--- src/include/led_consts.svh ---
`ifndef LED_CONSTS_SVH
`define LED_CONSTS_SVH

// panel geometry
`define PANEL_COLUMNS 8
`define PIXELS_PER_COLUMN 16

// pixel address covers PANEL_COLUMNS * PIXELS_PER_COLUMN words
`define PIX_ADDR_BITS 7

// one driver word, three 10-bit channels
`define DRV_WORD_BITS 30

// clk cycles per serial/greyscale tick
`define CLK_EN_DIV 4

// blanking between columns, in enable ticks
`define BLANKING_TIME 72

`endif

--- src/verilog/led_pixel_pkg.sv ---
package led_pixel_pkg;

    // pixel as stored in memory
    typedef logic [4:0] red5_t;
    typedef logic [5:0] green6_t;
    typedef logic [4:0] blue5_t;

    typedef struct packed {
        red5_t   red;
        green6_t green;
        blue5_t  blue;
    } rgb565_t;

    // one channel of a constant-current driver
    typedef logic [9:0] drv_chan_t;

    // word shifted into the driver chain, red goes out first
    typedef struct packed {
        drv_chan_t red;
        drv_chan_t green;
        drv_chan_t blue;
    } drv_word_t;

endpackage

--- src/verilog/led_ctrl_pkg.sv ---
package led_ctrl_pkg;

    // test pattern selection
    // the shift modes rotate the red/green/blue sequence along the address
    typedef enum logic [1:0] {
        PAT_SHIFT0 = 2'd0,
        PAT_SHIFT1 = 2'd1,
        PAT_SHIFT2 = 2'd2,
        PAT_WHITE  = 2'd3
    } pattern_mode_t;

    // driver controller FSM
    typedef enum logic [2:0] {
        CTRL_IDLE  = 3'd0,
        CTRL_SHIFT = 3'd1,
        CTRL_LATCH = 3'd2,
        CTRL_BLANK = 3'd3
    } ctrl_state_t;

endpackage

--- src/verilog/clock_enable.sv ---
`include "led_consts.svh"

module clock_enable (
    input  logic clk,
    input  logic nrst,
    output logic clk_en
);

    localparam int CNT_BITS = $clog2(`CLK_EN_DIV);
    localparam logic [CNT_BITS-1:0] CNT_LAST = CNT_BITS'(`CLK_EN_DIV - 1);

    logic [CNT_BITS-1:0] count;

    // pulse on wrap, first one CLK_EN_DIV cycles out of reset
    always_ff @(posedge clk or negedge nrst) begin
        if (!nrst) begin
            count  <= '0;
            clk_en <= 1'b0;
        end else begin
            if (count == CNT_LAST) begin
                count  <= '0;
                clk_en <= 1'b1;
            end else begin
                count  <= count + 1'b1;
                clk_en <= 1'b0;
            end
        end
    end

endmodule

--- src/verilog/pattern_ram.sv ---
`include "led_consts.svh"

module pattern_ram (
    input  logic                        clk,
    input  logic                        nrst,
    input  led_ctrl_pkg::pattern_mode_t mode,
    input  logic [`PIX_ADDR_BITS-1:0]   pix_addr,
    output led_pixel_pkg::rgb565_t      pixel
);

    localparam led_pixel_pkg::rgb565_t PIX_RED   = '{red: 5'd16, green: 6'd0,  blue: 5'd0};
    localparam led_pixel_pkg::rgb565_t PIX_GREEN = '{red: 5'd0,  green: 6'd48, blue: 5'd0};
    localparam led_pixel_pkg::rgb565_t PIX_BLUE  = '{red: 5'd0,  green: 6'd0,  blue: 5'd16};
    localparam led_pixel_pkg::rgb565_t PIX_WHITE = '{red: 5'd4,  green: 6'd4,  blue: 5'd4};

    logic [1:0] residue;
    logic [1:0] shift;
    logic [2:0] sum;
    logic [1:0] k;

    // colour index = (addr mod 3 + shift) mod 3
    always_comb begin
        residue = 2'(pix_addr % 3);
        shift   = mode;
        sum     = {1'b0, residue} + {1'b0, shift};
        k       = (sum >= 3'd3) ? 2'(sum - 3'd3) : sum[1:0];
    end

    // one cycle read latency, like a block RAM
    always_ff @(posedge clk or negedge nrst) begin
        if (!nrst) begin
            pixel <= '0;
        end else if (mode == led_ctrl_pkg::PAT_WHITE) begin
            pixel <= PIX_WHITE;
        end else begin
            case (k)
                2'd0:    pixel <= PIX_RED;
                2'd1:    pixel <= PIX_GREEN;
                default: pixel <= PIX_BLUE;
            endcase
        end
    end

endmodule

--- src/verilog/framebuffer.sv ---
`include "led_consts.svh"

module framebuffer (
    input  logic                      clk,
    input  logic                      nrst,
    input  led_pixel_pkg::rgb565_t    pixel,
    input  logic                      word_taken,
    output logic [`PIX_ADDR_BITS-1:0] pix_addr,
    output led_pixel_pkg::drv_word_t  word,
    output logic                      word_valid
);

    localparam int ADDR_BITS  = `PIX_ADDR_BITS;
    localparam int NUM_PIXELS = `PANEL_COLUMNS * `PIXELS_PER_COLUMN;
    localparam logic [ADDR_BITS-1:0] LAST_ADDR = ADDR_BITS'(NUM_PIXELS - 1);

    // address out, data back, word held for the controller
    typedef enum logic [1:0] {
        FB_ADDR,
        FB_DATA,
        FB_HOLD
    } fetch_state_t;

    fetch_state_t             fetch_state;
    led_pixel_pkg::drv_word_t widened;

    // replicate MSBs to fill the 10-bit channels
    always_comb begin
        widened.red   = {pixel.red, pixel.red};
        widened.green = {pixel.green, pixel.green[5:2]};
        widened.blue  = {pixel.blue, pixel.blue};
    end

    always_ff @(posedge clk or negedge nrst) begin
        if (!nrst) begin
            fetch_state <= FB_ADDR;
            pix_addr    <= '0;
            word_valid  <= 1'b0;
        end else begin
            case (fetch_state)
                FB_ADDR: fetch_state <= FB_DATA;
                FB_DATA: begin
                    fetch_state <= FB_HOLD;
                    word_valid  <= 1'b1;
                end
                FB_HOLD: begin
                    // hold until consumed, then go for the next pixel
                    if (word_taken) begin
                        word_valid  <= 1'b0;
                        fetch_state <= FB_ADDR;
                        pix_addr    <= (pix_addr == LAST_ADDR) ? '0 : pix_addr + 1'b1;
                    end
                end
                default: fetch_state <= FB_ADDR;
            endcase
        end
    end

    always_ff @(posedge clk) begin
        if (fetch_state == FB_DATA) begin
            word <= widened;
        end
    end

endmodule

--- src/verilog/driver_controller.sv ---
`include "led_consts.svh"

module driver_controller (
    input  logic                     clk,
    input  logic                     nrst,
    input  logic                     clk_en,
    input  led_pixel_pkg::drv_word_t word,
    input  logic                     word_valid,
    output logic                     word_taken,
    output logic                     sin,
    output logic                     sclk,
    output logic                     lat,
    output logic                     gclk,
    output logic                     column_step
);

    localparam int BIT_CNT_BITS   = $clog2(`DRV_WORD_BITS);
    localparam int WORD_CNT_BITS  = $clog2(`PIXELS_PER_COLUMN);
    localparam int BLANK_CNT_BITS = $clog2(`BLANKING_TIME);

    localparam logic [BIT_CNT_BITS-1:0]   LAST_BIT   = BIT_CNT_BITS'(`DRV_WORD_BITS - 1);
    localparam logic [WORD_CNT_BITS-1:0]  LAST_WORD  = WORD_CNT_BITS'(`PIXELS_PER_COLUMN - 1);
    localparam logic [BLANK_CNT_BITS-1:0] LAST_BLANK = BLANK_CNT_BITS'(`BLANKING_TIME - 1);

    led_ctrl_pkg::ctrl_state_t state;

    logic [`DRV_WORD_BITS-1:0] shift_reg;
    logic [BIT_CNT_BITS-1:0]   bit_cnt;
    logic [WORD_CNT_BITS-1:0]  word_cnt;
    logic [BLANK_CNT_BITS-1:0] blank_cnt;
    logic                      bit_strobe;
    logic                      column_done;

    // this latch is the last one of the column
    assign column_done = (word_cnt == LAST_WORD);

    always_ff @(posedge clk or negedge nrst) begin
        if (!nrst) begin
            state       <= led_ctrl_pkg::CTRL_IDLE;
            bit_cnt     <= '0;
            word_cnt    <= '0;
            blank_cnt   <= '0;
            bit_strobe  <= 1'b0;
            sin         <= 1'b0;
            sclk        <= 1'b0;
            lat         <= 1'b0;
            gclk        <= 1'b0;
            word_taken  <= 1'b0;
            column_step <= 1'b0;
        end else begin
            word_taken  <= 1'b0;
            lat         <= 1'b0;
            column_step <= 1'b0;
            bit_strobe  <= 1'b0;
            // sclk trails the data change by one cycle
            sclk        <= bit_strobe;

            if (clk_en) begin
                // greyscale clock parked low through the blanking period
                if (state == led_ctrl_pkg::CTRL_BLANK ||
                    (state == led_ctrl_pkg::CTRL_LATCH && column_done)) begin
                    gclk <= 1'b0;
                end else begin
                    gclk <= ~gclk;
                end

                case (state)
                    led_ctrl_pkg::CTRL_IDLE: begin
                        if (word_valid) begin
                            word_taken <= 1'b1;
                            bit_cnt    <= '0;
                            state      <= led_ctrl_pkg::CTRL_SHIFT;
                        end
                    end
                    led_ctrl_pkg::CTRL_SHIFT: begin
                        sin        <= shift_reg[`DRV_WORD_BITS-1];
                        bit_strobe <= 1'b1;
                        if (bit_cnt == LAST_BIT) begin
                            state <= led_ctrl_pkg::CTRL_LATCH;
                        end else begin
                            bit_cnt <= bit_cnt + 1'b1;
                        end
                    end
                    led_ctrl_pkg::CTRL_LATCH: begin
                        lat <= 1'b1;
                        if (column_done) begin
                            word_cnt  <= '0;
                            blank_cnt <= '0;
                            state     <= led_ctrl_pkg::CTRL_BLANK;
                        end else begin
                            word_cnt <= word_cnt + 1'b1;
                            state    <= led_ctrl_pkg::CTRL_IDLE;
                        end
                    end
                    led_ctrl_pkg::CTRL_BLANK: begin
                        if (blank_cnt == LAST_BLANK) begin
                            column_step <= 1'b1;
                            state       <= led_ctrl_pkg::CTRL_IDLE;
                        end else begin
                            blank_cnt <= blank_cnt + 1'b1;
                        end
                    end
                    default: state <= led_ctrl_pkg::CTRL_IDLE;
                endcase
            end
        end
    end

    // serial data, MSB first
    always_ff @(posedge clk) begin
        if (clk_en) begin
            if (state == led_ctrl_pkg::CTRL_IDLE && word_valid) begin
                shift_reg <= word;
            end else if (state == led_ctrl_pkg::CTRL_SHIFT) begin
                shift_reg <= {shift_reg[`DRV_WORD_BITS-2:0], 1'b0};
            end
        end
    end

endmodule

--- src/verilog/column_mux.sv ---
`include "led_consts.svh"

module column_mux (
    input  logic                      clk,
    input  logic                      nrst,
    input  logic                      column_step,
    output logic [`PANEL_COLUMNS-1:0] mux_out
);

    localparam int COLS = `PANEL_COLUMNS;

    // column 0 selected out of reset
    localparam logic [COLS-1:0] FIRST_COLUMN = COLS'(1);

    // one-hot, rotates left and wraps back to column 0
    always_ff @(posedge clk or negedge nrst) begin
        if (!nrst) begin
            mux_out <= FIRST_COLUMN;
        end else if (column_step) begin
            mux_out <= {mux_out[COLS-2:0], mux_out[COLS-1]};
        end
    end

endmodule

--- src/verilog/led_panel_top.sv ---
`include "led_consts.svh"

module led_panel_top (
    input  logic                        clk,
    input  logic                        nrst,
    input  led_ctrl_pkg::pattern_mode_t pattern_mode,
    output logic                        sin,
    output logic                        sclk,
    output logic                        lat,
    output logic                        gclk,
    output logic [`PANEL_COLUMNS-1:0]   mux_out
);

    logic                      clk_en;
    logic [`PIX_ADDR_BITS-1:0] pix_addr;
    led_pixel_pkg::rgb565_t    pixel;
    led_pixel_pkg::drv_word_t  word;
    logic                      word_valid;
    logic                      word_taken;
    logic                      column_step;

    // serial and greyscale tick
    clock_enable u_clock_enable (
        .clk    (clk),
        .nrst   (nrst),
        .clk_en (clk_en)
    );

    // stands in for pixel memory
    pattern_ram u_pattern_ram (
        .clk      (clk),
        .nrst     (nrst),
        .mode     (pattern_mode),
        .pix_addr (pix_addr),
        .pixel    (pixel)
    );

    framebuffer u_framebuffer (
        .clk        (clk),
        .nrst       (nrst),
        .pixel      (pixel),
        .word_taken (word_taken),
        .pix_addr   (pix_addr),
        .word       (word),
        .word_valid (word_valid)
    );

    driver_controller u_driver_controller (
        .clk         (clk),
        .nrst        (nrst),
        .clk_en      (clk_en),
        .word        (word),
        .word_valid  (word_valid),
        .word_taken  (word_taken),
        .sin         (sin),
        .sclk        (sclk),
        .lat         (lat),
        .gclk        (gclk),
        .column_step (column_step)
    );

    column_mux u_column_mux (
        .clk         (clk),
        .nrst        (nrst),
        .column_step (column_step),
        .mux_out     (mux_out)
    );

endmodule

--- config.mk ---
export PLATFORM = sky130hd
export DESIGN_NAME = led_panel_top
export DESIGN_NICKNAME = d
export VERILOG_FILES = /design/src/verilog/led_pixel_pkg.sv /design/src/verilog/led_ctrl_pkg.sv /design/src/verilog/clock_enable.sv /design/src/verilog/pattern_ram.sv /design/src/verilog/framebuffer.sv /design/src/verilog/driver_controller.sv /design/src/verilog/column_mux.sv /design/src/verilog/led_panel_top.sv
export VERILOG_INCLUDE_DIRS = /design/src /design/src/include
export SDC_FILE = /design/constraint.sdc
export NUM_CORES = 1
export LEC_CHECK = 0
export BUFFER_PORTS_ARGS = -buffer_cell sky130_fd_sc_hd__buf_4
export CAP_MARGIN = 20
export CORE_MARGIN = 2
export CORE_UTILIZATION = 36
export CTS_CLUSTER_DIAMETER = 100
export DETAILED_ROUTE_END_ITERATION = 8
export SYNTH_ARGS = -nofsm -noshare
export SYNTH_HDL_FRONTEND = slang
export SYNTH_SLANG_ARGS = --single-unit
--- constraint.sdc ---
create_clock -name clk -period 8.5 [get_ports clk]
set_input_delay 2.55 -clock clk [delete_from_list [all_inputs] [get_ports clk]]
set_output_delay 2.55 -clock clk [all_outputs]
set_load 0.1 [all_outputs]
==> results of run 1 <==
[cell type report]
cell class                      count  area (µm²)
Clock inverter                      4       20.02
Sequential cell                    82        2213
Timing Repair Buffer               17       147.6
Inverter                           12       45.04
Fill cell                        1010        6435
Tap cell                          140       175.2
Clock buffer                       11       131.4
Multi-Input combinational cell    243        1625
[through the flow]
step	instance area, µm²	hold WS [ps]	utilization, %	setup slack [ps]	total power, mW
after floorplan	3958	331.2	-	3565	0.4255
after global placement	4179	334.5	38.72	3327	0.4323
after detailed placement	4179	334.7	38.72	3100	0.4328
after CTS	4330	351.0	40.12	3080	0.6643
after global routing	4358	371.2	40.38	2588	0.6806
final	4358	349.6	40.38	3100	0.6525
[worst reg2reg max path, delay by kind of cell (launching register included)]
kind	cells	cell delay (ps)
AOI/OAI and AO/OA	5	860
xor gates and xnor gates	1	150
adders and majority gates	5	1550
DFF	1	640
muxes	1	380
and+or+nand+nor	10	1720
[kinds of logic (layout without fill, tap and decap cells)]
logic type               after synthesis  count (layout)  share of synthesized area (%)
AO/OA/AOI/OAI                         61              61                          10.66
XOR/XNOR                              17              17                          3.762
adder cells (fa/ha/maj)               14              14                          4.616
buffers and inverters                 28              44                          3.003
flip-flops                            82              82                          55.93
multiplexers                          13              13                          3.667
AND/OR/NAND/NOR                      138             138                          18.37
[cells in the mapped netlist, types with 2 or more instances]
cell type	number
nor2b_1	15
nand3b_1	3
a31oi_1	2
a32oi_1	2
o22ai_1	4
mux2_2	11
ha_1	13
nor2_1	26
edfxtp_1	32
buf_2	2
nor3_1	7
nand2b_1	5
a21o_1	5
xnor2_1	10
nand4_1	6
xor2_1	7
o31ai_1	3
nand4bb_1	2
dfrtp_1	49
clkbuf_1	11
nand3_1	9
o21ai_0	16
a22o_1	4
nor4_1	2
a21oi_1	10
and4_1	2
nand2_1	44
or3_1	2
and3_1	3
and2_1	2
inv_1	11
[per-layer routing]
layer / track usage (%) / wire length [µm]
met2: 19.73 / 3073
met1: 15.43 / 3113
met5: 0 / 0
met4: 6.227 / 141
met3: 2.152 / 143
[how the worst max path moves through the flow]
stage,to
4_1_cts,u_pattern_ram.pixel[15]
2_1_floorplan,u_pattern_ram.pixel[15]
6_report,u_pattern_ram.pixel[15]
3_5_place_dp,u_pattern_ram.pixel[15]
3_3_place_gp,u_pattern_ram.pixel[15]
5_1_grt,u_pattern_ram.pixel[15]
[report_power, final]
part           internal [mW]  switching, mW  total (mW)
clock network          0.102          0.126       0.229
logic                0.00383        0.00852      0.0123
registers              0.411       0.000530       0.412
total                  0.517          0.135       0.652
==> results.py, run 1 <==
metrics = {
    "synthesis": {
        "synth_enable_flop_cells": 32,
        "synthesis.area_um2": 3958,
        "synth_top_area_share_pct": 30.98,
        "yosysWarningCount": 0,
        "ys_dominant_reg_cell": "dfrtp_1",
        "ys_seq_elements": 82,
        "synth-async-reset-ratio_pct": 60.98,
        "post-synth-top-area-cell": "dfrtp_1",
        "synthesis.instances": 353,
        "post_synth_main_area_contributors": "dfrtp_1 (31%), edfxtp_1 (24%), nand2_1 (4.2%), ha_1 (4.1%), mux2_2 (3.1%)",
        "avgSynthCellArea_um2": 11.21,
        "synth_cell_type_count": 64,
        "synth-seq-area-share_pct": 55.93,
        "syn_nets": 371,
    },
    "die": {
        "start_util_pct": 36.67,
        "die_w_um": 108.9,
        "chipHeight_um": 108.9,
        "ios": 16,
        "dieArea_um2": 11850,
        "core_area_um2": 10790,
        "floorplan.rows": 38,
    },
    "setup_path": {
        "series_of_cell_instances_along_the_critical_path": "ha_1 -> nand4bb_1 -> and3_1 -> o31a_1 -> nand3_1 -> o21ai_0 -> ha_1 -> nor2_1 -> nand3_1 -> xnor2_1 -> ha_1 -> nor2_1 -> o31ai_1 -> a41o_1 -> nor4_4 -> mux2_1 -> fa_1 -> ha_1 -> nor3_1 -> nor3_1 -> a21oi_1 -> nor2_1",
        "crit_path_start": "u_framebuffer.pix_addr[6]",
        "timing.critical_path.from_type": "flip-flop",
        "worstRegToRegCells": 22,
        "worst_path_most_repeated_cell": "ha_1",
        "worstPathMaxFanout": 16,
        "worstPathArrival_ps": 5630,
        "r2r-start": "u_framebuffer.pix_addr[6]",
        "worst-path-buf-inv": 0,
        "crit_family": "simple AND/OR/NAND/NOR gates",
        "cp.required_ps": 8730,
        "slowest_stage": "dfrtp_1",
        "cp.depth": 22,
        "reg2reg_to": "u_pattern_ram.pixel[15]",
        "cp_slowest_stage_delay_ps": 640,
        "crit_path_end_kind": "flip-flop",
        "crit_type": "flip-flop to flip-flop",
        "reg2reg_setup_slack_ps": 3100,
    },
    "status": {
        "status": "completed",
    },
    "clock_network": {
        "cts-resized-gates": 0,
        "tritoncts": "built",
        "clkLatencyLatePin_ps": 350,
        "cts_made_buffers": 9,
        "ctsLongestPathBuffers": 2,
        "clkSinkCount": 82,
        "total_setup_buffers_inserted_after_cts": 0,
        "post_cts_hold_buffer_count": 0,
        "clock_tree.root_cell": "clkbuf_8",
        "clkTransAtPathRegs_ps": 70,
        "clock_tree.htree_level_count": 3,
    },
    "grt": {
        "wire_length_of_the_first_global_routing_pass_um": 11420,
        "overflow_left_after_global_routing": 0,
        "antenna_violations_before_repair": 0,
        "largest_net_degree_at_the_start_of_global_routing": 51,
        "global_route.usage.total_pct": 12.11,
        "grt_pass1_vias": 2541,
    },
    "detailed_routing": {
        "drc_violations_left": 0,
        "vias": 2585,
        "viasPerCell": 5.079,
        "drtIter0Drc": 144,
        "drtAntennaViolNets": 0,
        "detail_route.wl_per_cell_um": 12.71,
        "drt_pre_antenna_iters": 5,
        "drt-total-wl_um": 6471,
    },
    "timing": {
        "fin_worst_skew_ps": 8.290,
        "rsz_0062_raised_after_global_routing": "no",
        "setup-tns-final_ps": 0,
        "post-route-min-period_ps": 5400,
        "maxSlewViolCount": 0,
        "max_slew_margin_pct": 40.73,
        "report.final.hold_viol_count": 0,
        "setup_violations": 0,
        "max_slew.worst_pin.slew_ps": 880.9,
        "timing.fmax_mhz": 185.2,
        "share_of_the_cycle_needed_by_the_critical_path_after_routing_pct": 63.53,
    },
    "placement": {
        "placed_cells_incl_taps": 493,
        "place.gp.congestion": 0.8527,
        "buffer_ports.inserted": 15,
        "hpwl_um": 4324,
    },
    "cells_and_area": {
        "final_cells": 509,
        "antennaDiodeCount": 0,
        "nNetsFinal": 383,
        "flow.area_growth_from_synthesis_pct": 10.12,
        "drive_above_1_share_pct": 12.74,
        "mostFrequentLayoutCell": "dfrtp_1",
        "layout_common_cells": "dfrtp_1 (49), nand2_1 (44), edfxtp_1 (32)",
        "number_of_flip_flops_in_the_largest_register": 28,
    },
    "pwr": {
        "p_leak_nw": 1.870,
        "pwr_cell_area_nw_per_um2": 149.7,
        "worst_ir_drop_vdd_v": 0.00007988,
    },
    "hold_path": {
        "hold-path-endpoint": "u_driver_controller.sclk",
        "min_from": "u_driver_controller.bit_strobe",
        "whs_path_depth": 0,
        "min-delay-path-class": "flip-flop to flip-flop",
    },
    "run": {
        "timing.max_cap.violations": 0,
    },
}
(Power assumes the default switching activity.)
==> run 2, diff against run 1 <==
- clock period: 8.5 -> 4.6 ns (I/O delays scaled with it)
==> run 2 against run 1 <==
  * Hold slack gained 3.9 ps
  * Maximum frequency grew 18%
  * Worst setup slack got worse by 3100 ps
  * Sequential power increased by 84%
  * Clock-buffer cell count down 1
  * Non-clock buffer count increased by 16
  * Critical path type unchanged
==> results.py, run 2 (synthesis results as in run 1) <==
metrics = {
    "timing": {
        "setup-tns-final_ps": 0,
        "timing.fmax_mhz": 218.1,
        "report.final.hold_viol_count": 0,
        "max_slew_margin_pct": 47.72,
        "fin_worst_skew_ps": 15.74,
        "post-route-min-period_ps": 4586,
        "setup_violations": 0,
        "max_slew.worst_pin.slew_ps": 777.1,
        "maxSlewViolCount": 0,
        "share_of_the_cycle_needed_by_the_critical_path_after_routing_pct": 99.69,
        "rsz_0062_raised_after_global_routing": "yes",
    },
    "hold_path": {
        "min-delay-path-class": "flip-flop to flip-flop",
    },
    "run": {
        "timing.max_cap.violations": 0,
    },
    "detailed_routing": {
        "total_length_of_routed_met2_wires_um": 3009,
        "vias": 2629,
        "viasPerCell": 4.998,
        "drt-total-wl_um": 6650,
        "met3_length_um": 151,
        "detail_route.wl_per_cell_um": 12.64,
        "drc_violations_left": 0,
        "drtAntennaViolNets": 0,
        "drt_pre_antenna_iters": 4,
        "drtIter0Drc": 127,
        "routed.top_layer": "met4",
        "wirelength_met1_um": 3341,
    },
    "status": {
        "status": "completed",
    },
    "pwr": {
        "pwr_cell_area_nw_per_um2": 281.1,
        "p_leak_nw": 1.981,
        "worst_ir_drop_vdd_v": 0.0001650,
        "post-layout-total-power_mw": 1.294,
    },
    "placement": {
        "buffer_ports.inserted": 15,
        "place.gp.congestion": 0.7780,
        "hpwl_um": 4377,
    },
    "cells_and_area": {
        "number_of_flip_flops_in_the_largest_register": 28,
        "nNetsFinal": 399,
        "antennaDiodeCount": 0,
        "fillCellCount": 986,
        "layout_common_cells": "dfrtp_1 (48), nand2_1 (44), edfxtp_1 (32)",
        "mostFrequentLayoutCell": "dfrtp_1",
        "flow.area_growth_from_synthesis_pct": 16.35,
        "drive_above_1_share_pct": 21.50,
    },
    "die": {
        "dieArea_um2": 11850,
        "die_w_um": 108.9,
        "ios": 16,
        "start_util_pct": 36.67,
        "core_area_um2": 10790,
        "floorplan.rows": 38,
        "chipHeight_um": 108.9,
    },
    "clock_network": {
        "cts_made_buffers": 9,
        "tritoncts": "built",
        "clkSinkCount": 82,
        "clkLatencyLatePin_ps": 370,
        "ctsLongestPathBuffers": 2,
        "clock_tree.root_cell": "clkbuf_8",
        "clock_tree.htree_level_count": 3,
        "clkTransAtPathRegs_ps": 80,
    },
    "setup_path": {
        "worstPathMaxFanout": 7,
        "cp.required_ps": 4870,
        "timing.critical_path.from_type": "flip-flop",
        "crit_type": "flip-flop to flip-flop",
        "crit_path_end_kind": "flip-flop",
        "worstPathArrival_ps": 4860,
    },
    "grt": {
        "global_route.usage.total_pct": 11.52,
        "antenna_violations_before_repair": 0,
        "grt_pass1_vias": 2398,
        "largest_net_degree_at_the_start_of_global_routing": 51,
        "overflow_left_after_global_routing": 0,
        "wire_length_of_the_first_global_routing_pass_um": 10790,
    },
}
[run 2: cell count changes in the layout (fill, tap and decap cells not counted), moves of 3 or more]
| cell | change |
|---|---|
| buf_4 | +14 |
| buf_6 | +3 |
| ha_1 | -5 |
| ha_2 | +3 |
| nor3_1 | -3 |
[run 2: power by group]
part / internal (mW) / switching (mW) / total [mW]
combinational: 0.0131 / 0.0197 / 0.0329
clock: 0.247 / 0.254 / 0.501
sequential: 0.759 / 0.000835 / 0.760
[run 2: layer usage]
metal / vias up / GRT usage [%]
li1: 1308 / -
met1: 1285 / 14.98
met2: 24 / 17.77
met3: 12 / 2.152
met4: 0 / 7.143
met5: - / 0
[run 2: critical path, cell delays in order, from the launching register on]
cell,delay [ps]
dfrtp_1,430
buf_6,150
or4b_4,510
o211a_4,160
o31a_1,120
nand3_1,80
o21ai_1,70
ha_2,230
nor2_4,130
nand3_2,90
xnor2_2,160
ha_2,180
nor2_1,80
o31ai_1,80
a41o_1,250
nor4_4,310
xnor2_1,170
ha_2,210
fa_2,470
ha_4,190
nor2_2,170
a21oi_1,100
nor3_1,180
[run 2: area by class of cell]
| class | instances | area [µm²] | area share (%) |
|---|---|---|---|
| clock inverter | 6 | 58.81 | 1.277 |
| tap | 140 | 175.2 | 3.804 |
| inverter | 12 | 45.04 | 0.9783 |
| multi-input combinational | 243 | 1724 | 37.45 |
| timing repair buffer | 33 | 259.0 | 5.625 |
| clock buffer | 10 | 127.6 | 2.772 |
| sequential | 82 | 2215 | 48.10 |
[run 2: path summary, 6_finish.rpt]
check	start	to	slack (ps)	cells past startpoint
max	u_framebuffer.pix_addr[5]	u_pattern_ram.pixel[4]	10	22
min	u_driver_controller.bit_strobe	u_driver_controller.sclk	350	0
max reg2reg	u_framebuffer.pix_addr[5]	u_pattern_ram.pixel[4]	10	22
min reg2reg	u_driver_controller.bit_strobe	u_driver_controller.sclk	350	0
max in group asynchronous	nrst	u_framebuffer.pix_addr[4]	3140	1
min in group asynchronous	nrst	u_driver_controller.state[0]	1030	1
[run 2: stage by stage]
| step | setup WS (ps) | std cells | utilization (%) | hold slack, ps | instance area (µm²) |
|---|---|---|---|---|---|
| after floorplan | 6.797 | 353 | - | 331.2 | 4019 |
| after global placement | 104.2 | 500 | 39.72 | 332.9 | 4287 |
| after detailed placement | -13.74 | 500 | 39.72 | 345.1 | 4287 |
| after CTS | 25.90 | 517 | 41.51 | 356.6 | 4481 |
| after global routing | -224.9 | 526 | 42.66 | 360.7 | 4604 |
| final | 14.38 | 526 | 42.66 | 353.5 | 4604 |
[run 2: timing repair]
action / in CTS / in global routing
pin swaps: 1 / 11
setup buffers: 1 / 9
hold buffers: 0 / 0
setup endpoints to repair: 3 / 3
gates resized for setup: 0 / 11
==> run 3, diff against run 2 <==
- HOLD_SLACK_MARGIN: not set -> 0.05
- clock period: 4.6 -> 4.1 ns (I/O delays scaled with it)
==> run 3 against run 2 <==
  * The flow now finishes with violations (setup timing)
  * Design area rose by 3.4%
  * Clock skew fell by 9.3 ps
  * Clock-buffer cell count rose by 1
  * Die area did not move
  * Final cell count rose by 3.6%
  * Largest power group unchanged
  * Global-route usage rose by 1.6 points
  * Maximum frequency rose by 3.6%
  * Combinational power rose by 25%
  * Register-to-register slack got worse by 340 ps
  * Via count rose by 3.5%
==> results.py, run 3 (synthesis results as in run 1) <==
metrics = {
    "status": {
        "status": "finished with violations",
        "violations_in_the_final_reports": "setup timing",
    },
    "detailed_routing": {
        "detail_route.wl_per_cell_um": 13.34,
        "drtIter0Drc": 96,
        "drt_pre_antenna_iters": 4,
        "drc_violations_left": 0,
        "viasPerCell": 4.991,
        "vias": 2720,
        "drt-total-wl_um": 7268,
        "drtAntennaViolNets": 0,
    },
    "clock_network": {
        "clkTransAtPathRegs_ps": 80,
        "clkSinkCount": 82,
        "tritoncts": "built",
        "cts_made_buffers": 9,
        "clkLatencyLatePin_ps": 350,
        "ctsLongestPathBuffers": 2,
        "clock_tree.root_cell": "clkbuf_8",
        "clock_tree.htree_level_count": 3,
    },
    "die": {
        "chipHeight_um": 108.9,
        "floorplan.rows": 38,
        "core_area_um2": 10790,
        "ios": 16,
        "die_w_um": 108.9,
        "start_util_pct": 36.67,
        "dieArea_um2": 11850,
    },
    "cells_and_area": {
        "utilization_pct": 44.12,
        "nNetsFinal": 418,
        "layout_common_cells": "dfrtp_1 (49), buf_4 (48), nand2_1 (44)",
        "final_design_area_no_fill_um2": 4762,
        "combined_area_of_the_multi_input_logic_cells_um2": 1735,
        "drive_above_1_share_pct": 24.94,
        "seqCellArea_um2": 2213,
        "fillCellCount": 1004,
        "antennaDiodeCount": 0,
        "mostFrequentLayoutCell": "dfrtp_1",
        "number_of_flip_flops_in_the_largest_register": 28,
        "final_cells": 545,
        "flow.area_growth_from_synthesis_pct": 20.33,
    },
    "pwr": {
        "clock_power_share_pct": 36.3,
        "switching_share_pct": 21.46,
        "power_switching_mw": 0.3012,
        "pwr_cell_area_nw_per_um2": 294.7,
        "p_leak_nw": 2.085,
        "combinational_fraction_of_design_power_pct": 2.9,
        "post-layout-total-power_mw": 1.403,
        "internal-power_mw": 1.102,
        "worst_ir_drop_vdd_v": 0.0001822,
        "relative_contribution_of_sequential_cells_to_total_power_pct": 60.8,
    },
    "grt": {
        "grt_pass1_vias": 2659,
        "wire_length_of_the_first_global_routing_pass_um": 12360,
        "overflow_left_after_global_routing": 0,
        "antenna_violations_before_repair": 0,
        "largest_net_degree_at_the_start_of_global_routing": 51,
        "global_route.usage.total_pct": 13.13,
    },
    "setup_path": {
        "worstPathArrival_ps": 4670,
        "timing.critical_path.from_type": "flip-flop",
        "reg2reg_setup_slack_ps": -330,
        "crit_path_end_kind": "flip-flop",
        "cp.required_ps": 4340,
        "worstPathMaxFanout": 3,
        "crit_type": "flip-flop to flip-flop",
    },
    "timing": {
        "rsz_0062_raised_after_global_routing": "yes",
        "share_of_the_cycle_needed_by_the_critical_path_after_routing_pct": 107.9,
        "report.final.hold_viol_count": 0,
        "timing.fmax_mhz": 226.0,
        "setup_violations": 3,
        "max_slew_margin_pct": 46.09,
        "max_slew.worst_pin.slew_ps": 801.3,
        "maxSlewViolCount": 0,
        "post-route-min-period_ps": 4426,
        "fin_worst_skew_ps": 6.405,
        "setup-tns-final_ps": -876.8,
        "worst_slack_ps": -325.5,
    },
    "hold_path": {
        "min-delay-path-class": "flip-flop to flip-flop",
    },
    "placement": {
        "place.gp.congestion": 0.8014,
        "placed_cells_incl_taps": 519,
        "buffer_ports.inserted": 15,
        "hpwl_um": 4751,
        "place_area_um2": 4429,
    },
    "run": {
        "timing.max_cap.violations": 0,
    },
}
## run 3: layer usage
layer	track usage, %	vias up	wire [µm]
met5	0	-	0
met4	5.128	0	124
met3	3.108	10	200
met2	21.74	37	3471
met1	16.61	1325	3472
li1	-	1348	-
## run 3: worst paths after layout
kind                                                     start                               end  cells past startpoint
worst max-delay path                 u_framebuffer.pix_addr[5]           u_pattern_ram.pixel[15]                     22
worst min-delay path            u_driver_controller.bit_strobe          u_driver_controller.sclk                      0
worst max register to register       u_framebuffer.pix_addr[5]           u_pattern_ram.pixel[15]                     22
worst min register to register  u_driver_controller.bit_strobe          u_driver_controller.sclk                      0
max in group asynchronous                                 nrst          u_framebuffer.word_valid                      1
min in group asynchronous                                 nrst  u_driver_controller.blank_cnt[5]                      1
## run 3: layout make-up
| class | count | area share, % |
|---|---|---|
| Clock buffer | 11 | 2.969 |
| Clock inverter | 5 | 0.6306 |
| Inverter | 12 | 0.9459 |
| Multi-Input combinational cell | 243 | 36.44 |
| Sequential cell | 82 | 46.48 |
| Tap cell | 140 | 3.678 |
| Timing Repair Buffer | 52 | 8.854 |
## run 3: repair_timing
item / 4_1_cts / 5_1_grt
endpoints found under the setup margin: 3 / 3
gates resized for setup: 7 / 5
pin swaps: 11 / 7
hold buffers: 0 / 0
setup buffers: 7 / 2
hold endpoints to repair: 0 / 0
## run 3: power groups by stage
stage	combinational (mW)	sequential [mW]	clock (mW)
3_5_place_dp	0.0368	0.870	0
6_report	0.0411	0.853	0.509
3_3_place_gp	0.0349	0.870	0
4_1_cts	0.0399	0.853	0.532
5_1_grt	0.0461	0.853	0.568
2_1_floorplan	0.0197	0.870	0
## run 3: critical path: stages (launching register included)
cell and delay (ps):
dfrtp_1 420, buf_6 130, or4b_4 500, o211a_4 160, o31a_1 120, nand3_1 80
o21ai_1 70, ha_2 220, nor2_4 90, nand3_2 90, xnor2_2 170, ha_2 180
nor2_2 80, o31ai_1 70, a41o_1 230, nor4_4 200, mux2_4 340, fa_2 510
ha_4 200, nor3_4 190, nor3_4 70, a21oi_1 120, nor2_1 60
## run 3: stage by stage
step	worst slack (ps)	hold WS, ps
floorplan	-493.2	331.2
global placement	-258.7	332.0
detailed placement	-418.7	335.8
CTS	-384.6	351.1
global route	-540.7	360.9
finish	-325.5	346.5
